==> src/common/bus_pkg.sv <==
package bus_pkg;

  typedef logic [31:0] addr_t;
  typedef logic [31:0] data_t;
  typedef logic [3:0]  strb_t;
  typedef logic [1:0]  resp_t;
  typedef logic [2:0]  size_t;
  typedef logic [3:0]  axi_id_t;
  typedef logic [7:0]  len_t;
  typedef logic [1:0]  burst_t;

  localparam resp_t   RESP_OKAY  = 2'b00;
  localparam burst_t  BURST_INCR = 2'b01;
  localparam size_t   SIZE_WORD  = 3'b010;  // 4 bytes per beat.

  localparam axi_id_t ID_IFU = 4'd0;
  localparam axi_id_t ID_LSU = 4'd1;

  // Read grant state of the bus arbiter.
  typedef enum logic [1:0] {
    IDLE,
    XFER_EXT,
    XFER_CLINT
  } rd_state_t;

endpackage
==> src/hdl/bus_subsystem.sv <==
`timescale 1ns/100ps

module bus_subsystem
  import bus_pkg::*;
#(
  parameter addr_t MTIME_ADDR = 32'h0200_0048  // Low mtime word.
) (
  input  logic    clock,
  input  logic    arst_n,

  input  addr_t   ifu_araddr,
  input  logic    ifu_arvalid,
  output logic    ifu_arready,
  output data_t   ifu_rdata,
  output resp_t   ifu_rresp,
  output logic    ifu_rvalid,
  input  logic    ifu_rready,

  input  addr_t   lsu_araddr,
  input  size_t   lsu_arsize,
  input  logic    lsu_arvalid,
  output logic    lsu_arready,
  output data_t   lsu_rdata,
  output resp_t   lsu_rresp,
  output logic    lsu_rvalid,
  input  logic    lsu_rready,

  input  addr_t   lsu_awaddr,
  input  size_t   lsu_awsize,
  input  logic    lsu_awvalid,
  output logic    lsu_awready,
  input  data_t   lsu_wdata,
  input  strb_t   lsu_wstrb,
  input  logic    lsu_wvalid,
  output logic    lsu_wready,
  output resp_t   lsu_bresp,
  output logic    lsu_bvalid,
  input  logic    lsu_bready,

  input  logic    io_master_awready,
  output logic    io_master_awvalid,
  output axi_id_t io_master_awid,
  output addr_t   io_master_awaddr,
  output len_t    io_master_awlen,
  output size_t   io_master_awsize,
  output burst_t  io_master_awburst,
  input  logic    io_master_wready,
  output logic    io_master_wvalid,
  output data_t   io_master_wdata,
  output strb_t   io_master_wstrb,
  output logic    io_master_wlast,
  output logic    io_master_bready,
  input  logic    io_master_bvalid,
  input  axi_id_t io_master_bid,
  input  resp_t   io_master_bresp,
  input  logic    io_master_arready,
  output logic    io_master_arvalid,
  output axi_id_t io_master_arid,
  output addr_t   io_master_araddr,
  output len_t    io_master_arlen,
  output size_t   io_master_arsize,
  output burst_t  io_master_arburst,
  output logic    io_master_rready,
  input  logic    io_master_rvalid,
  input  axi_id_t io_master_rid,
  input  data_t   io_master_rdata,
  input  resp_t   io_master_rresp,
  input  logic    io_master_rlast
);

  bus_arbiter #(
    .MTIME_ADDR (MTIME_ADDR)
  ) i_bus_arbiter (
    .clock             (clock),
    .arst_n            (arst_n),
    .ifu_araddr        (ifu_araddr),
    .ifu_arvalid       (ifu_arvalid),
    .ifu_arready       (ifu_arready),
    .ifu_rdata         (ifu_rdata),
    .ifu_rresp         (ifu_rresp),
    .ifu_rvalid        (ifu_rvalid),
    .ifu_rready        (ifu_rready),
    .lsu_araddr        (lsu_araddr),
    .lsu_arsize        (lsu_arsize),
    .lsu_arvalid       (lsu_arvalid),
    .lsu_arready       (lsu_arready),
    .lsu_rdata         (lsu_rdata),
    .lsu_rresp         (lsu_rresp),
    .lsu_rvalid        (lsu_rvalid),
    .lsu_rready        (lsu_rready),
    .lsu_awaddr        (lsu_awaddr),
    .lsu_awsize        (lsu_awsize),
    .lsu_awvalid       (lsu_awvalid),
    .lsu_awready       (lsu_awready),
    .lsu_wdata         (lsu_wdata),
    .lsu_wstrb         (lsu_wstrb),
    .lsu_wvalid        (lsu_wvalid),
    .lsu_wready        (lsu_wready),
    .lsu_bresp         (lsu_bresp),
    .lsu_bvalid        (lsu_bvalid),
    .lsu_bready        (lsu_bready),
    .io_master_awready (io_master_awready),
    .io_master_awvalid (io_master_awvalid),
    .io_master_awid    (io_master_awid),
    .io_master_awaddr  (io_master_awaddr),
    .io_master_awlen   (io_master_awlen),
    .io_master_awsize  (io_master_awsize),
    .io_master_awburst (io_master_awburst),
    .io_master_wready  (io_master_wready),
    .io_master_wvalid  (io_master_wvalid),
    .io_master_wdata   (io_master_wdata),
    .io_master_wstrb   (io_master_wstrb),
    .io_master_wlast   (io_master_wlast),
    .io_master_bready  (io_master_bready),
    .io_master_bvalid  (io_master_bvalid),
    .io_master_bid     (io_master_bid),
    .io_master_bresp   (io_master_bresp),
    .io_master_arready (io_master_arready),
    .io_master_arvalid (io_master_arvalid),
    .io_master_arid    (io_master_arid),
    .io_master_araddr  (io_master_araddr),
    .io_master_arlen   (io_master_arlen),
    .io_master_arsize  (io_master_arsize),
    .io_master_arburst (io_master_arburst),
    .io_master_rready  (io_master_rready),
    .io_master_rvalid  (io_master_rvalid),
    .io_master_rid     (io_master_rid),
    .io_master_rdata   (io_master_rdata),
    .io_master_rresp   (io_master_rresp),
    .io_master_rlast   (io_master_rlast)
  );

endmodule

==> src/arbiter/bus_arbiter.sv <==
`timescale 1ns/100ps

module bus_arbiter
  import bus_pkg::*;
#(
  parameter addr_t MTIME_ADDR = 32'h0200_0048
) (
  input  logic    clock,
  input  logic    arst_n,

  input  addr_t   ifu_araddr,
  input  logic    ifu_arvalid,
  output logic    ifu_arready,
  output data_t   ifu_rdata,
  output resp_t   ifu_rresp,
  output logic    ifu_rvalid,
  input  logic    ifu_rready,

  input  addr_t   lsu_araddr,
  input  size_t   lsu_arsize,
  input  logic    lsu_arvalid,
  output logic    lsu_arready,
  output data_t   lsu_rdata,
  output resp_t   lsu_rresp,
  output logic    lsu_rvalid,
  input  logic    lsu_rready,

  input  addr_t   lsu_awaddr,
  input  size_t   lsu_awsize,
  input  logic    lsu_awvalid,
  output logic    lsu_awready,
  input  data_t   lsu_wdata,
  input  strb_t   lsu_wstrb,
  input  logic    lsu_wvalid,
  output logic    lsu_wready,
  output resp_t   lsu_bresp,
  output logic    lsu_bvalid,
  input  logic    lsu_bready,

  input  logic    io_master_awready,
  output logic    io_master_awvalid,
  output axi_id_t io_master_awid,
  output addr_t   io_master_awaddr,
  output len_t    io_master_awlen,
  output size_t   io_master_awsize,
  output burst_t  io_master_awburst,
  input  logic    io_master_wready,
  output logic    io_master_wvalid,
  output data_t   io_master_wdata,
  output strb_t   io_master_wstrb,
  output logic    io_master_wlast,
  output logic    io_master_bready,
  input  logic    io_master_bvalid,
  input  axi_id_t io_master_bid,
  input  resp_t   io_master_bresp,
  input  logic    io_master_arready,
  output logic    io_master_arvalid,
  output axi_id_t io_master_arid,
  output addr_t   io_master_araddr,
  output len_t    io_master_arlen,
  output size_t   io_master_arsize,
  output burst_t  io_master_arburst,
  output logic    io_master_rready,
  input  logic    io_master_rvalid,
  input  axi_id_t io_master_rid,
  input  data_t   io_master_rdata,
  input  resp_t   io_master_rresp,
  input  logic    io_master_rlast
);

  localparam addr_t MTIME_HI_ADDR = MTIME_ADDR + 32'd4;

  rd_state_t state;
  logic      gnt_lsu;  // 0 ifu, 1 lsu.
  logic      ar_done;
  logic      lsu_is_clint;

  addr_t     gnt_araddr;
  logic      gnt_arvalid;
  logic      gnt_rready;
  logic      ar_fire;
  logic      r_fire;

  logic      tgt_arready;
  data_t     tgt_rdata;
  resp_t     tgt_rresp;
  logic      tgt_rvalid;

  logic      clint_arvalid;
  logic      clint_arready;
  logic      clint_rready;
  data_t     clint_rdata;
  resp_t     clint_rresp;
  logic      clint_rvalid;

  assign lsu_is_clint = (lsu_araddr == MTIME_ADDR) || (lsu_araddr == MTIME_HI_ADDR);

  assign gnt_araddr  = gnt_lsu ? lsu_araddr : ifu_araddr;
  assign gnt_arvalid = ~ar_done & (gnt_lsu ? lsu_arvalid : ifu_arvalid);
  assign gnt_rready  = gnt_lsu ? lsu_rready : ifu_rready;

  assign ar_fire = gnt_arvalid & tgt_arready;
  assign r_fire  = tgt_rvalid & gnt_rready;

  always_ff @(posedge clock or negedge arst_n) begin
    if (!arst_n) begin
      state   <= IDLE;
      gnt_lsu <= 1'b0;
      ar_done <= 1'b0;
    end else begin
      case (state)
        IDLE: begin
          if (ifu_arvalid) begin  // Fetch wins.
            state   <= XFER_EXT;
            gnt_lsu <= 1'b0;
          end else if (lsu_arvalid) begin
            state   <= lsu_is_clint ? XFER_CLINT : XFER_EXT;
            gnt_lsu <= 1'b1;
          end
        end
        default: begin
          if (ar_fire) begin
            ar_done <= 1'b1;
          end
          if (r_fire) begin
            state   <= IDLE;
            ar_done <= 1'b0;
          end
        end
      endcase
    end
  end

  // Target of the current grant.
  always_comb begin
    tgt_arready = 1'b0;
    tgt_rvalid  = 1'b0;
    tgt_rdata   = io_master_rdata;
    tgt_rresp   = io_master_rresp;
    case (state)
      XFER_EXT: begin
        tgt_arready = io_master_arready;
        tgt_rvalid  = io_master_rvalid;
      end
      XFER_CLINT: begin
        tgt_arready = clint_arready;
        tgt_rvalid  = clint_rvalid;
        tgt_rdata   = clint_rdata;
        tgt_rresp   = clint_rresp;
      end
      default: ;
    endcase
  end

  assign ifu_arready = ~gnt_lsu & ~ar_done & tgt_arready;
  assign ifu_rvalid  = ~gnt_lsu & tgt_rvalid;
  assign ifu_rdata   = tgt_rdata;
  assign ifu_rresp   = tgt_rresp;

  assign lsu_arready = gnt_lsu & ~ar_done & tgt_arready;
  assign lsu_rvalid  = gnt_lsu & tgt_rvalid;
  assign lsu_rdata   = tgt_rdata;
  assign lsu_rresp   = tgt_rresp;

  assign io_master_arvalid = (state == XFER_EXT) & gnt_arvalid;
  assign io_master_araddr  = gnt_araddr;
  assign io_master_arid    = gnt_lsu ? ID_LSU : ID_IFU;
  assign io_master_arsize  = gnt_lsu ? lsu_arsize : SIZE_WORD;
  assign io_master_arlen   = '0;  // Single beat.
  assign io_master_arburst = BURST_INCR;
  assign io_master_rready  = (state == XFER_EXT) & gnt_rready;

  // Writes always go out.
  assign io_master_awvalid = lsu_awvalid;
  assign io_master_awid    = ID_LSU;
  assign io_master_awaddr  = lsu_awaddr;
  assign io_master_awlen   = '0;
  assign io_master_awsize  = lsu_awsize;
  assign io_master_awburst = BURST_INCR;
  assign io_master_wvalid  = lsu_wvalid;
  assign io_master_wdata   = lsu_wdata;
  assign io_master_wstrb   = lsu_wstrb;
  assign io_master_wlast   = lsu_wvalid;
  assign io_master_bready  = lsu_bready;
  assign lsu_awready       = io_master_awready;
  assign lsu_wready        = io_master_wready;
  assign lsu_bresp         = io_master_bresp;
  assign lsu_bvalid        = io_master_bvalid;

  assign clint_arvalid = (state == XFER_CLINT) & gnt_arvalid;
  assign clint_rready  = (state == XFER_CLINT) & gnt_rready;

  clint i_clint (
    .clock   (clock),
    .arst_n  (arst_n),
    .araddr  (gnt_araddr),
    .arvalid (clint_arvalid),
    .arready (clint_arready),
    .rready  (clint_rready),
    .rdata   (clint_rdata),
    .rresp   (clint_rresp),
    .rvalid  (clint_rvalid)
  );

endmodule

==> src/hdl/clint.sv <==
`timescale 1ns/100ps

module clint
  import bus_pkg::*;
(
  input  logic  clock,
  input  logic  arst_n,

  input  addr_t araddr,
  input  logic  arvalid,
  output logic  arready,

  input  logic  rready,
  output data_t rdata,
  output resp_t rresp,
  output logic  rvalid
);

  logic [63:0] mtime;
  logic        ar_fire;
  data_t       mtime_sel;

  assign arready   = ~rvalid;  // One response slot.
  assign ar_fire   = arvalid & arready;
  assign rresp     = RESP_OKAY;
  assign mtime_sel = araddr[2] ? mtime[63:32] : mtime[31:0];

  // Free-running machine timer.
  always_ff @(posedge clock or negedge arst_n) begin
    if (!arst_n) begin
      mtime <= '0;
    end else begin
      mtime <= mtime + 64'd1;
    end
  end

  always_ff @(posedge clock or negedge arst_n) begin
    if (!arst_n) begin
      rvalid <= 1'b0;
    end else if (ar_fire) begin
      rvalid <= 1'b1;
    end else if (rready) begin
      rvalid <= 1'b0;  // Response taken.
    end
  end

  always_ff @(posedge clock) begin
    if (ar_fire) begin
      rdata <= mtime_sel;  // Snapshot at address handshake.
    end
  end

endmodule

==> config.mk <==
export PLATFORM = sky130hd
export DESIGN_NAME = bus_subsystem
export DESIGN_NICKNAME = d
export VERILOG_FILES = /design/src/common/bus_pkg.sv /design/src/hdl/bus_subsystem.sv /design/src/arbiter/bus_arbiter.sv /design/src/hdl/clint.sv
export SDC_FILE = /design/constraint.sdc
export NUM_CORES = 1
export LEC_CHECK = 0
export ABC_AREA = 0
export BUFFER_PORTS_ARGS = -buffer_cell sky130_fd_sc_hd__buf_2
export CELL_PAD_IN_SITES_DETAIL_PLACEMENT = 0
export CELL_PAD_IN_SITES_GLOBAL_PLACEMENT = 2
export CORE_MARGIN = 2
export CORE_UTILIZATION = 22
export DETAILED_ROUTE_END_ITERATION = 10
export GPL_TIMING_DRIVEN = 0
export PLACE_DENSITY_LB_ADDON = 0.1
export SYNTH_ARGS = -nofsm -noshare
export SYNTH_HDL_FRONTEND = slang
export SYNTH_SLANG_ARGS = --single-unit
==> constraint.sdc <==
create_clock -name clock -period 3.1 [get_ports clock]
set_clock_uncertainty 0.05 [all_clocks]
set_input_delay 0.155 -clock clock [delete_from_list [all_inputs] [get_ports clock]]
set_output_delay 0.155 -clock clock [all_outputs]
set_load 0.05 [all_outputs]
==> key figures, run 1 <==
Worst hold path
  – Hold_sp: lsu_arvalid
  – Min-Delay Path Class: in2reg

Finish
  – Fill count: 3,139
  – Antenna Cells: 0
  – Final #Nets: 1,147
  – Area of the multi-input gates: 0.002785 mm²
  – Fin area: about 0.0090 mm²
  – Area Growth Syn to Fin: 37.03%
  – Post-layout util: roughly 30%
  – Register area: 0.002688 mm²
  – Layout cell share with drive strength beyond 1: ~60%

Setup path
  – Worst Setup Path Type: reg2out
  – CP endpoint kind: primary output
  – Worst Setup SP: i_bus_arbiter.state[0]$_DFFE_PN0P_
  – Critical R2R Launch: i_bus_arbiter.gnt_lsu$_DFFE_PN0P_
  – CP Data Required Time: approximately 2900 ps
  – CP Data Arrival Time: between 2000 and 3000 ps
  – Worst setup SP type: flip-flop
  – Max Fanout on Critical Path: 10

Power
  – Pwr dens: 376.4 mW/mm²
  – Worst vdd ir: between 200 and 250 µV
  – Leakage dissipation: 4.344 nW

Synth
  – Synthesized area per cell: roughly 11 µm²
  – Largest cells by area after synthesis: dfrtp_1 26%, buf_4 16%, mux2_2 15%
  – #FFs+latches synth: slightly above 100
  – Top cells by count, synth: 142 x buf_4, 90 x mux2_2, 69 x dfrtp_1
  – Synth Area in XOR/XNOR: under 10%
  – Synth Area in Compound Gates: 1.396%
  – Seq/Total Area, Yosys: approximately two fifths
  – Most used DFF post-synth: dfrtp_1
  – Leading cell type by number of instances after synthesis: buf_4
  – Main combinational cell family by area after synthesis: buffers and inverters
  – Cell count after synthesis: 609
  – Mapped Area: 0.006545 mm²
  – Fraction of the mapped netlist area in adder cells: less than 1%
  – Yosys top cell area share: 26.38%
  – Simple-Gate Fraction of Synth Area: 14.49%
  – Fraction of registers with async set/reset: 68.32%
  – Top cell type by total area after synthesis: dfrtp_1
  – EDFF count, synth: 32
  – Synth warn: 0
  – Mux contribution to synthesized area: approximately 16%
  – Synth cell types: between 40 and 50

GRT
  – Vias in the first global route: around 5,000
  – Initial antenna violation count: 0
  – Pin count of the biggest net entering global routing: 38
  – First-pass GRT wire length: 28.35 mm
  – Congestion Overflow GR: 0
  – GRT Util Overall: between 10% and 20%

Job
  – Number of max-cap violations: 0

Die
  – Initial core utilization: between 20% and 30%
  – Core area: a little under 0.03 mm²
  – I/O pin cnt: about 410
  – Die area: slightly above 0.03 mm²
  – Die Wd: about 180 µm
  – Row count: 63
  – Height of the die: between 150 and 200 µm

Route
  – DR vias: ~5,200
  – Total wire length: around 19 mm
  – 1st-iter DRT viols: 128
  – Post-DR wirelength/cell: 14.40 µm
  – Remaining antenna violation count: 0
  – DRC: 0
  – Vias/cell: between 3 and 4
  – Drt pass-1 iters: 4

STA
  – Tmin final: about 2800 ps
  – Final period utilization: about nine tenths
  – Count of final setup violators: 0
  – Final setup margin: around 270 ps
  – Rel. slew slack: between 40% and 50%
  – Setup TNS: 0 ps
  – Final hold vios: 0
  – Max Slew Vio Count: 0
  – Worst-Margin Slew: 810.7 ps
  – RSZ-0062 raised after global routing: no
  – Max Fclk: 354.0 MHz

Run status
  – Status: finished, final reports clean

Placed design
  – I/O Buffers: 298
  – RD Place Congestion: about 0.70
  – Placed instance area: between 0.008 and 0.009 mm²
  – Pre-CTS setup slack: 16.11 ps
  – Dpl hpwl: between 15 and 20 mm

Clock network
  – CTS Buffer Depth: 2
  – Root buf cell: clkbuf_16
  – Clock sink total: roughly 100
  – H-tree depth: 3
  – Worst-path clk slew: approximately 70 ps
  – Insertion delay to the later sink of the worst-skew pair: approximately 350 ps
  – CTS tree: yes
  – Num CTS Buffers: 9
-- per-layer routing --
layer  up-vias  global-route usage, %  routed length [µm]
met5         -                      0                   0
met4         0                  2.169                 125
met3         8                  2.799                1274
met2       191                  21.74               10020
met1      2377                  13.74                7890
li1       2593                      -                   -
-- per-stage QoR --
step | instances | hold slack, ps | power [mW]
6_report | 1341 | 65.21 | 3.375
3_5_place_dp | 1324 | 112.6 | 2.333
2_1_floorplan | 634 | -190.6 | 2.118
5_1_grt | 1341 | 103.9 | 3.510
3_3_place_gp | 1322 | 332.4 | 2.332
4_1_cts | 1341 | 51.94 | 3.431
-- critical path, cell delays in order, from the launching register on --
cell	delay [ps]
dfrtp_1	380
inv_1	110
ha_1	520
clkbuf_1	500
mux2_2	420
buf_4	130
buf_2	200
-- kinds of logic after synthesis --
kind of cell               after synthesis
and+or+nand+nor                        161
AOI/OAI and AO/OA                       16
adders and majority gates                4
DFF                                    101
xor gates and xnor gates                62
muxes                                   93
other                                    2
buffers and inverters                  170
-- power by group --
group	internal, mW	leakage (nW)	switching (mW)	total, mW
clock network	0.586	0.134	0.488	1.07
registers	1.37	1.18	0	1.37
logic	0.286	3.03	0.646	0.932
-- what timing repair did --
item | 4_1_cts | 5_1_grt
endpoints found under the hold margin | 33 | 0
gates resized for setup | 2 | 2
buffers inserted | 0 | 0
setup endpoints to repair | 38 | 15
hold buffers | 2 | 0
-- layout by cell type (no fill, tap or decap), types with 4 or more instances in the layout --
| master | n |
|---|---|
| edfxtp_1 | 32 |
| buf_2 | 299 |
| clkbuf_1 | 8 |
| and3_1 | 6 |
| o21ai_0 | 8 |
| inv_1 | 13 |
| nor3_2 | 5 |
| dfrtp_1 | 69 |
| nor3_1 | 6 |
| and2_1 | 4 |
| xor2_1 | 22 |
| ha_1 | 4 |
| nor2_1 | 25 |
| buf_4 | 143 |
| nand2_1 | 34 |
| conb_1 | 27 |
| a21oi_1 | 5 |
| xnor2_1 | 40 |
| nand3_1 | 23 |
| nor2b_1 | 4 |
| clkbuf_16 | 9 |
| nand4_1 | 19 |
| buf_1 | 4 |
| mux2_2 | 90 |
| nor4_1 | 8 |
-- final timing paths --
check	cells past startpoint	slack, ps	endpoint
hold / removal	3	70	i_bus_arbiter.gnt_lsu$_DFFE_PN0P_
max in group asynchronous	3	2170	i_bus_arbiter.state[1]$_DFFE_PN0P_
setup reg to reg	5	480	i_bus_arbiter.i_clint.rdata[22]$_DFFE_PP_
min in group asynchronous	2	260	i_bus_arbiter.i_clint.mtime[56]$_DFF_PN0_
hold reg to reg	1	410	i_bus_arbiter.i_clint.mtime[63]$_DFF_PN0_
setup / recovery	6	270	lsu_rdata[5]
-- flip-flops by register name, indices dropped and copies added, names as in the netlist --
register / cells
i_bus_arbiter.i_clint.rvalid: 1
i_bus_arbiter.i_clint.rdata: 32
i_bus_arbiter.gnt_lsu: 1
i_bus_arbiter.ar_done: 1
i_bus_arbiter.state: 2
i_bus_arbiter.i_clint.mtime: 64
-- layout make-up --
type                            count  share of cell area [%]
Buffer                            156                   12.54
Sequential cell                   101                   29.97
Timing Repair Buffer              302                   17.41
Clock buffer                       14                   2.944
Multi-Input combinational cell    363                   31.05
Inverter                           13                  0.5441
Tap cell                          390                   5.441
Clock inverter                      2                 0.09766
Note: power is estimated with default switching activity, not from simulation.
==> inputs of run 2 (changes only) <==
--- a/config.mk
+++ b/config.mk
@@ -14,6 +14,8 @@
 export DETAILED_ROUTE_END_ITERATION = 10
 export GPL_TIMING_DRIVEN = 0
 export PLACE_DENSITY_LB_ADDON = 0.1
+export RECOVER_POWER = 50
 export SYNTH_ARGS = -nofsm -noshare
 export SYNTH_HDL_FRONTEND = slang
+export SYNTH_HIERARCHICAL = 1
 export SYNTH_SLANG_ARGS = --single-unit
==> run 2 against run 1 <==
Effect of this change: register-to-register slack worse by 180 ps; sequential cell count unchanged; count of clock-buffer cells in the layout down 5; clock power up 15%; sequential power up 3%; worst hold slack better by 36 ps; combinational power up 130%; critical endpoint is now i_bus_arbiter/i_clint/rdata[9]$_DFFE_PP_; highest routed layer unchanged.
==> key figures, run 2 <==
Power
  – Pwr dens: roughly 540 mW/mm²
  – Worst vdd ir: 197.1 µV
  – Power Total: roughly 4.8 mW
  – Leakage dissipation: just over 4 nW

Finish
  – Largest reg by FF count: i_bus_arbiter/i_clint/mtime
  – Most common cell after layout, fill and taps aside: buf_2
  – Largest regs: i_bus_arbiter/i_clint/mtime: 64 flops, i_bus_arbiter/i_clint/rdata: 32 flops, i_bus_arbiter/state: 2 flops
  – Commonest non-fill, non-tap cells in the layout: 201 x buf_2, 144 x buf_4, 105 x clkbuf_1
  – Final #Nets: approximately 1,200
  – Area Growth Syn to Fin: 35.21%
  – Max reg flops: between 60 and 70
  – Fill count: roughly 3,200
  – Layout cell share with drive strength beyond 1: between 40% and 50%
  – Antenna Cells: 0

STA
  – Max Fclk: ~360 MHz
  – Tmin final: between 2000 and 3000 ps
  – Max Slew Vio Count: 0
  – Rel. slew slack: under 10%
  – Final hold vios: 0
  – Final period utilization: between 90% and 100%
  – Setup TNS: 0 ps
  – RSZ-0062 raised after global routing: no
  – Count of final setup violators: 0
  – Worst-Margin Slew: about 1400 ps

Setup path
  – Worst setup SP type: flip-flop
  – Max Fanout on Critical Path: 10
  – CP Data Required Time: around 3200 ps
  – CP Cell Sequence: clkbuf_1, clkbuf_2, mux2_1, buf_1, mux2_2
  – Buffers and inverters on the worst path: 3
  – Worst Setup Path Type: reg2reg
  – Top Family by Delay on Critical Path: buffers and inverters
  – CP endpoint kind: flip-flop
  – Slowest CP cell: mux2_1
  – Slowest cell delay on critical path: about 580 ps
  – CP Data Arrival Time: ~2900 ps

GRT
  – Vias in the first global route: 5,018
  – Congestion Overflow GR: 0
  – Pin count of the biggest net entering global routing: between 50 and 60
  – GRT Util Overall: about 13%
  – First-pass GRT wire length: 30.20 mm
  – Initial antenna violation count: 0

Synth
  – Leading cell type by number of instances after synthesis: buf_4
  – Top cell type by total area after synthesis: dfrtp_1
  – Fraction of registers with async set/reset: around 68%
  – Most used DFF post-synth: dfrtp_1
  – Top cells by count, synth: 144 x buf_4, 94 x mux2_2, 69 x dfrtp_1
  – #FFs+latches synth: 101
  – Synthesized area per cell: 10.66 µm²
  – Mapped Area: between 0.006 and 0.007 mm²
  – EDFF count, synth: 32
  – Synth warn: 6
  – Yosys top cell area share: a little over a quarter
  – Synth cell types: 42
  – Cell count after synthesis: slightly above 600
  – Seq/Total Area, Yosys: about two fifths
  – Largest cells by area after synthesis: dfrtp_1 26%, buf_4 16%, mux2_2 16%

Clock network
  – Clock sink total: 101
  – Post-CTS Setup Inserts: 0
  – CTS tree: yes
  – CTS Buffer Depth: 2
  – Root buf cell: clkbuf_16
  – Insertion delay to the later sink of the worst-skew pair: approximately 350 ps
  – Num CTS Buffers: 9
  – H-tree depth: 3
  – Worst-path clk slew: 70 ps

Job
  – Number of max-cap violations: 0

Die
  – Row count: 63
  – Core area: around 0.030 mm²
  – Die Wd: roughly 180 µm
  – Initial core utilization: 22.30%
  – Die area: 0.03145 mm²
  – I/O pin cnt: a little over 400
  – Height of the die: 177.3 µm

Placed design
  – RD Place Congestion: around 0.7
  – Dpl hpwl: roughly 17 mm
  – I/O Buffers: slightly below 300

Route
  – WL met3: around 1.3 mm
  – DR vias: between 5,000 and 6,000
  – Vias/cell: 3.928
  – Routed length on met2: approximately 10 mm
  – Post-DR wirelength/cell: approximately 16 µm
  – Routed met1 length: between 9 and 10 mm
  – Drt pass-1 iters: 4
  – 1st-iter DRT viols: between 150 and 200
  – Remaining antenna violation count: 0
  – DRC: 0
  – Uppermost layer routed: met4
  – Total wire length: about 21 mm

Run status
  – Status: finished, final reports clean

Worst hold path
  – Min-Delay Path Class: in2reg
-- run 2: cells by family after synthesis --
logic type                 share of synthesized area (%)
AOI/OAI and AO/OA                                  1.344
xor gates and xnor gates                           8.082
adders and majority gates                         0.7572
buffers and inverters                              18.17
DFF                                                40.66
muxes                                              16.47
other                                             0.1703
and+or+nand+nor                                    14.35
-- run 2: through the flow --
step                      worst slack (ps)  instances  area [µm²]  hold slack (ps)  utilization (%)
final                                298.1       1353        8937            100.8            30.15
after global routing                 75.97       1353        8937            88.00            30.15
after CTS                            122.0       1353        9095            74.87            30.69
after detailed placement            -344.8       1336        8752            14.42            29.53
after global placement              -766.1       1334        8690            349.6            29.32
after floorplan                      320.8        646        6710           -190.6                -
-- run 2: final cells by class --
type	instances	area (µm²)	area share (%)
timing repair buffer	302	1421	15.90
buffer	158	1140	12.75
sequential	101	2688	30.07
clock buffer	9	225.2	2.520
inverter	17	63.81	0.7140
multi-input combinational	369	2815	31.50
clock inverter	7	96.34	1.078
tap	390	488.0	5.460
-- run 2: tightest hold or removal path, delay by kind of cell --
kind,cells,cell delay [ps]
AOI/OAI and AO/OA,2,170
buffers and inverters,1,120
-- run 2: layer usage --
metal / track usage [%] / vias to the layer above
met4: 2.254 / 0
met3: 2.164 / 6
met5: 0 / -
met1: 17.46 / 2457
met2: 20.74 / 202
li1: - / 2650
-- run 2: final timing paths --
path	startpoint	endpoint	slack [ps]	cells after the start
worst max-delay path	i_bus_arbiter/gnt_lsu$_DFFE_PN0P_	i_bus_arbiter/i_clint/rdata[9]$_DFFE_PP_	300	5
worst min-delay path	lsu_arvalid	i_bus_arbiter/gnt_lsu$_DFFE_PN0P_	100	3
worst max register to register	i_bus_arbiter/gnt_lsu$_DFFE_PN0P_	i_bus_arbiter/i_clint/rdata[9]$_DFFE_PP_	300	5
worst min register to register	i_bus_arbiter/i_clint/mtime[63]$_DFF_PN0_	i_bus_arbiter/i_clint/mtime[63]$_DFF_PN0_	430	1
max in group asynchronous	arst_n	i_bus_arbiter/i_clint/mtime[40]$_DFF_PN0_	600	3
min in group asynchronous	arst_n	i_bus_arbiter/i_clint/mtime[49]$_DFF_PN0_	480	2
-- run 2: what timing repair did --
item,CTS,global route
endpoints found under the setup margin,81,8
hold buffers,2,0
resized for setup,4,2
endpoints found under the hold margin,65,0
pin swaps,0,0
-- run 2: where the power goes --
part / switching, mW / internal (mW) / total (mW)
Clock: 0.522 / 0.713 / 1.23
Combinational: 1.55 / 0.613 / 2.16
Sequential: 0.0210 / 1.39 / 1.41
==> inputs of run 3 (changes only) <==
--- a/config.mk
+++ b/config.mk
@@ -10,7 +10,7 @@
 export CELL_PAD_IN_SITES_DETAIL_PLACEMENT = 0
 export CELL_PAD_IN_SITES_GLOBAL_PLACEMENT = 2
 export CORE_MARGIN = 2
-export CORE_UTILIZATION = 22
+export CORE_UTILIZATION = 24
 export DETAILED_ROUTE_END_ITERATION = 10
 export GPL_TIMING_DRIVEN = 0
 export PLACE_DENSITY_LB_ADDON = 0.1
==> constraint.sdc (replaced) <==
create_clock -name clock -period 2.7 [get_ports clock]
set_clock_uncertainty 0.05 [all_clocks]
set_input_delay 0.135 -clock clock [delete_from_list [all_inputs] [get_ports clock]]
set_output_delay 0.135 -clock clock [all_outputs]
set_load 0.05 [all_outputs]
==> run 3 against run 2 <==
Effect of this change: the flow now finishes with violations (capacitance limit, slew limit); non-clock buffer count rose by 2; clock power up 7%; design area fell by 0.24%; sequential cell count is the same; count of clock-buffer cells in the layout stayed put; die area shrank 8.2%; setup slack got worse by 110 ps; first-iteration DRC count up 38%; utilization is 2.8 points higher; register-to-register slack worse by 20 ps; worst hold slack lost 72 ps; wire length rose by 0.36%; critical path type is now reg2out; largest cell class unchanged.
==> key figures, run 3 (synthesis gave the netlist of run 2 again) <==
Run status
  – Status: finished, violations left
  – Violated checks: capacitance limit, slew limit

Setup path
  – Max Fanout on Critical Path: 10
  – CP Data Required Time: between 2000 and 3000 ps
  – CP endpoint kind: primary output
  – Worst setup SP type: flip-flop
  – Worst Setup Path Type: reg2out
  – CP Data Arrival Time: 2330 ps

Route
  – Total wire length: approximately 21 mm
  – WL met3: around 1.3 mm
  – 1st-iter DRT viols: 220
  – Remaining antenna violation count: 0
  – DR vias: ~5,300
  – Routed met1 length: about 9 mm
  – Vias/cell: 4.079
  – Routed length on met2: 10.93 mm
  – Uppermost layer routed: met4
  – DRC: 0
  – Post-DR wirelength/cell: about 16 µm
  – Drt pass-1 iters: 5

Die
  – Height of the die: approximately 170 µm
  – Die area: 0.02888 mm²
  – Initial core utilization: about a quarter
  – Row count: 60
  – Core area: roughly 0.027 mm²
  – I/O pin cnt: 414
  – Die Wd: between 150 and 200 µm

Finish
  – Commonest non-fill, non-tap cells in the layout: 203 x buf_2, 146 x buf_4, 106 x clkbuf_1
  – Antenna Cells: 0
  – Largest reg by FF count: i_bus_arbiter/i_clint/mtime
  – Post-layout util: between 30% and 40%
  – Final Non-Filler Cells: 1,307
  – Largest regs: i_bus_arbiter/i_clint/mtime: 64 flops, i_bus_arbiter/i_clint/rdata: 32 flops, i_bus_arbiter/state: 2 flops
  – Final #Nets: ~1,200
  – Most common cell after layout, fill and taps aside: buf_2
  – Area Growth Syn to Fin: 34.89%
  – Layout cell share with drive strength beyond 1: between 40% and 50%
  – Max reg flops: between 60 and 70

Clock network
  – Clock sink total: roughly 100
  – Num CTS Buffers: 9
  – Root buf cell: clkbuf_16
  – H-tree depth: 3
  – Insertion delay to the later sink of the worst-skew pair: about 350 ps
  – CTS Buffer Depth: 2
  – CTS tree: yes
  – Worst-path clk slew: about 60 ps

Power
  – Worst vdd ir: 219.4 µV
  – Pwr dens: approximately 600 mW/mm²
  – Leakage dissipation: 4.139 nW

Placed design
  – RD Place Congestion: around 0.7
  – DP Cell Count: ~1,300
  – I/O Buffers: approximately 300
  – Dpl hpwl: between 15 and 20 mm

STA
  – RSZ-0062 raised after global routing: no
  – Final period utilization: 93.21%
  – Count of final setup violators: 0
  – Rel. slew slack: -40.48%
  – Final hold vios: 0
  – Worst-Margin Slew: around 2100 ps
  – Tmin final: 2517 ps
  – Max Fclk: 397.3 MHz
  – Max Slew Vio Count: 34

GRT
  – First-pass GRT wire length: 30.03 mm
  – Pin count of the biggest net entering global routing: 37
  – GRT Util Overall: a little over an eighth
  – Congestion Overflow GR: 0
  – Initial antenna violation count: 0
  – Vias in the first global route: between 5,000 and 6,000

Worst hold path
  – Min-Delay Path Class: in2reg

Job
  – Number of max-cap violations: 1
## run 3: cell count changes in the layout (fill, tap and decap cells not counted), sizes merged
cell         previous run  this run
buf                   348       351
bufinv                  2         1
clkinvlp                1         2
dlygate4sd3             2         1
nor2b                   4         5
## run 3: path summary, 6_finish.rpt
| path | start | end | slack, ps | depth (start not counted) |
|---|---|---|---|---|
| worst max-delay path | i_bus_arbiter/state[0]$_DFFE_PN0P_ | lsu_rdata[11] | 180 | 7 |
| worst min-delay path | ifu_arvalid | i_bus_arbiter/gnt_lsu$_DFFE_PN0P_ | 30 | 2 |
| worst max register to register | i_bus_arbiter/gnt_lsu$_DFFE_PN0P_ | i_bus_arbiter/i_clint/rdata[23]$_DFFE_PP_ | 280 | 5 |
| worst min register to register | i_bus_arbiter/i_clint/mtime[63]$_DFF_PN0_ | i_bus_arbiter/i_clint/mtime[63]$_DFF_PN0_ | 420 | 1 |
| max in group asynchronous | arst_n | i_bus_arbiter/ar_done$_DFFE_PN0P_ | 500 | 2 |
| min in group asynchronous | arst_n | i_bus_arbiter/i_clint/mtime[50]$_DFF_PN0_ | 870 | 2 |
## run 3: power breakdown
part	switching (mW)	total [mW]	internal [mW]	leakage, nW
combinational	1.77	2.47	0.708	2.81
sequential	0.0291	1.63	1.60	1.19
clock	0.596	1.32	0.721	0.140
total	2.39	5.42	3.03	4.14
## run 3: area by class of cell
| type | instances | area [µm²] |
|---|---|---|
| fillers | 2874 | 18110 |
| multi-input cells | 370 | 2856 |
| flip-flops and latches | 101 | 2688 |
| repair buffers | 304 | 1436 |
| plain buffers | 158 | 1149 |
| well taps | 341 | 426.7 |
| clock buffers | 9 | 225.2 |
| clock inverters | 7 | 71.32 |
| inverters | 17 | 63.81 |
## run 3: critical path, stage by stage (launching register included)
cell      delay (ps)
dfrtp_1          410
inv_1             90
ha_1             160
buf_2            270
clkbuf_4         310
mux2_2           400
buf_4            140
buf_2            210
## run 3: metal layers
metal / GRT usage (%) / vias up
li1: - / 2660
met1: 16.51 / 2470
met2: 25.08 / 191
met3: 2.907 / 10
met4: 2.899 / 0
met5: 0 / -
## run 3: repair_timing
action,CTS,global route
cloned,1,0
resized for setup,10,6
hold endpoints to repair,33,0
hold buffers,1,0
pin swaps,1,2
endpoints found under the setup margin,122,18
buffers inserted,1,3
## run 3: per-stage QoR
stage	hold slack, ps	worst slack (ps)	area (µm²)	power, mW	TNS [ps]
floorplan	-210.6	36.11	6715	3.632	0
global placement	381.6	-677.5	8633	4.202	-35100
detailed placement	85.08	-664.6	8656	4.188	-34650
CTS	19.80	42.81	9005	5.540	0
global route	44.53	29.62	8916	5.678	0
finish	28.37	183.3	8916	5.421	0
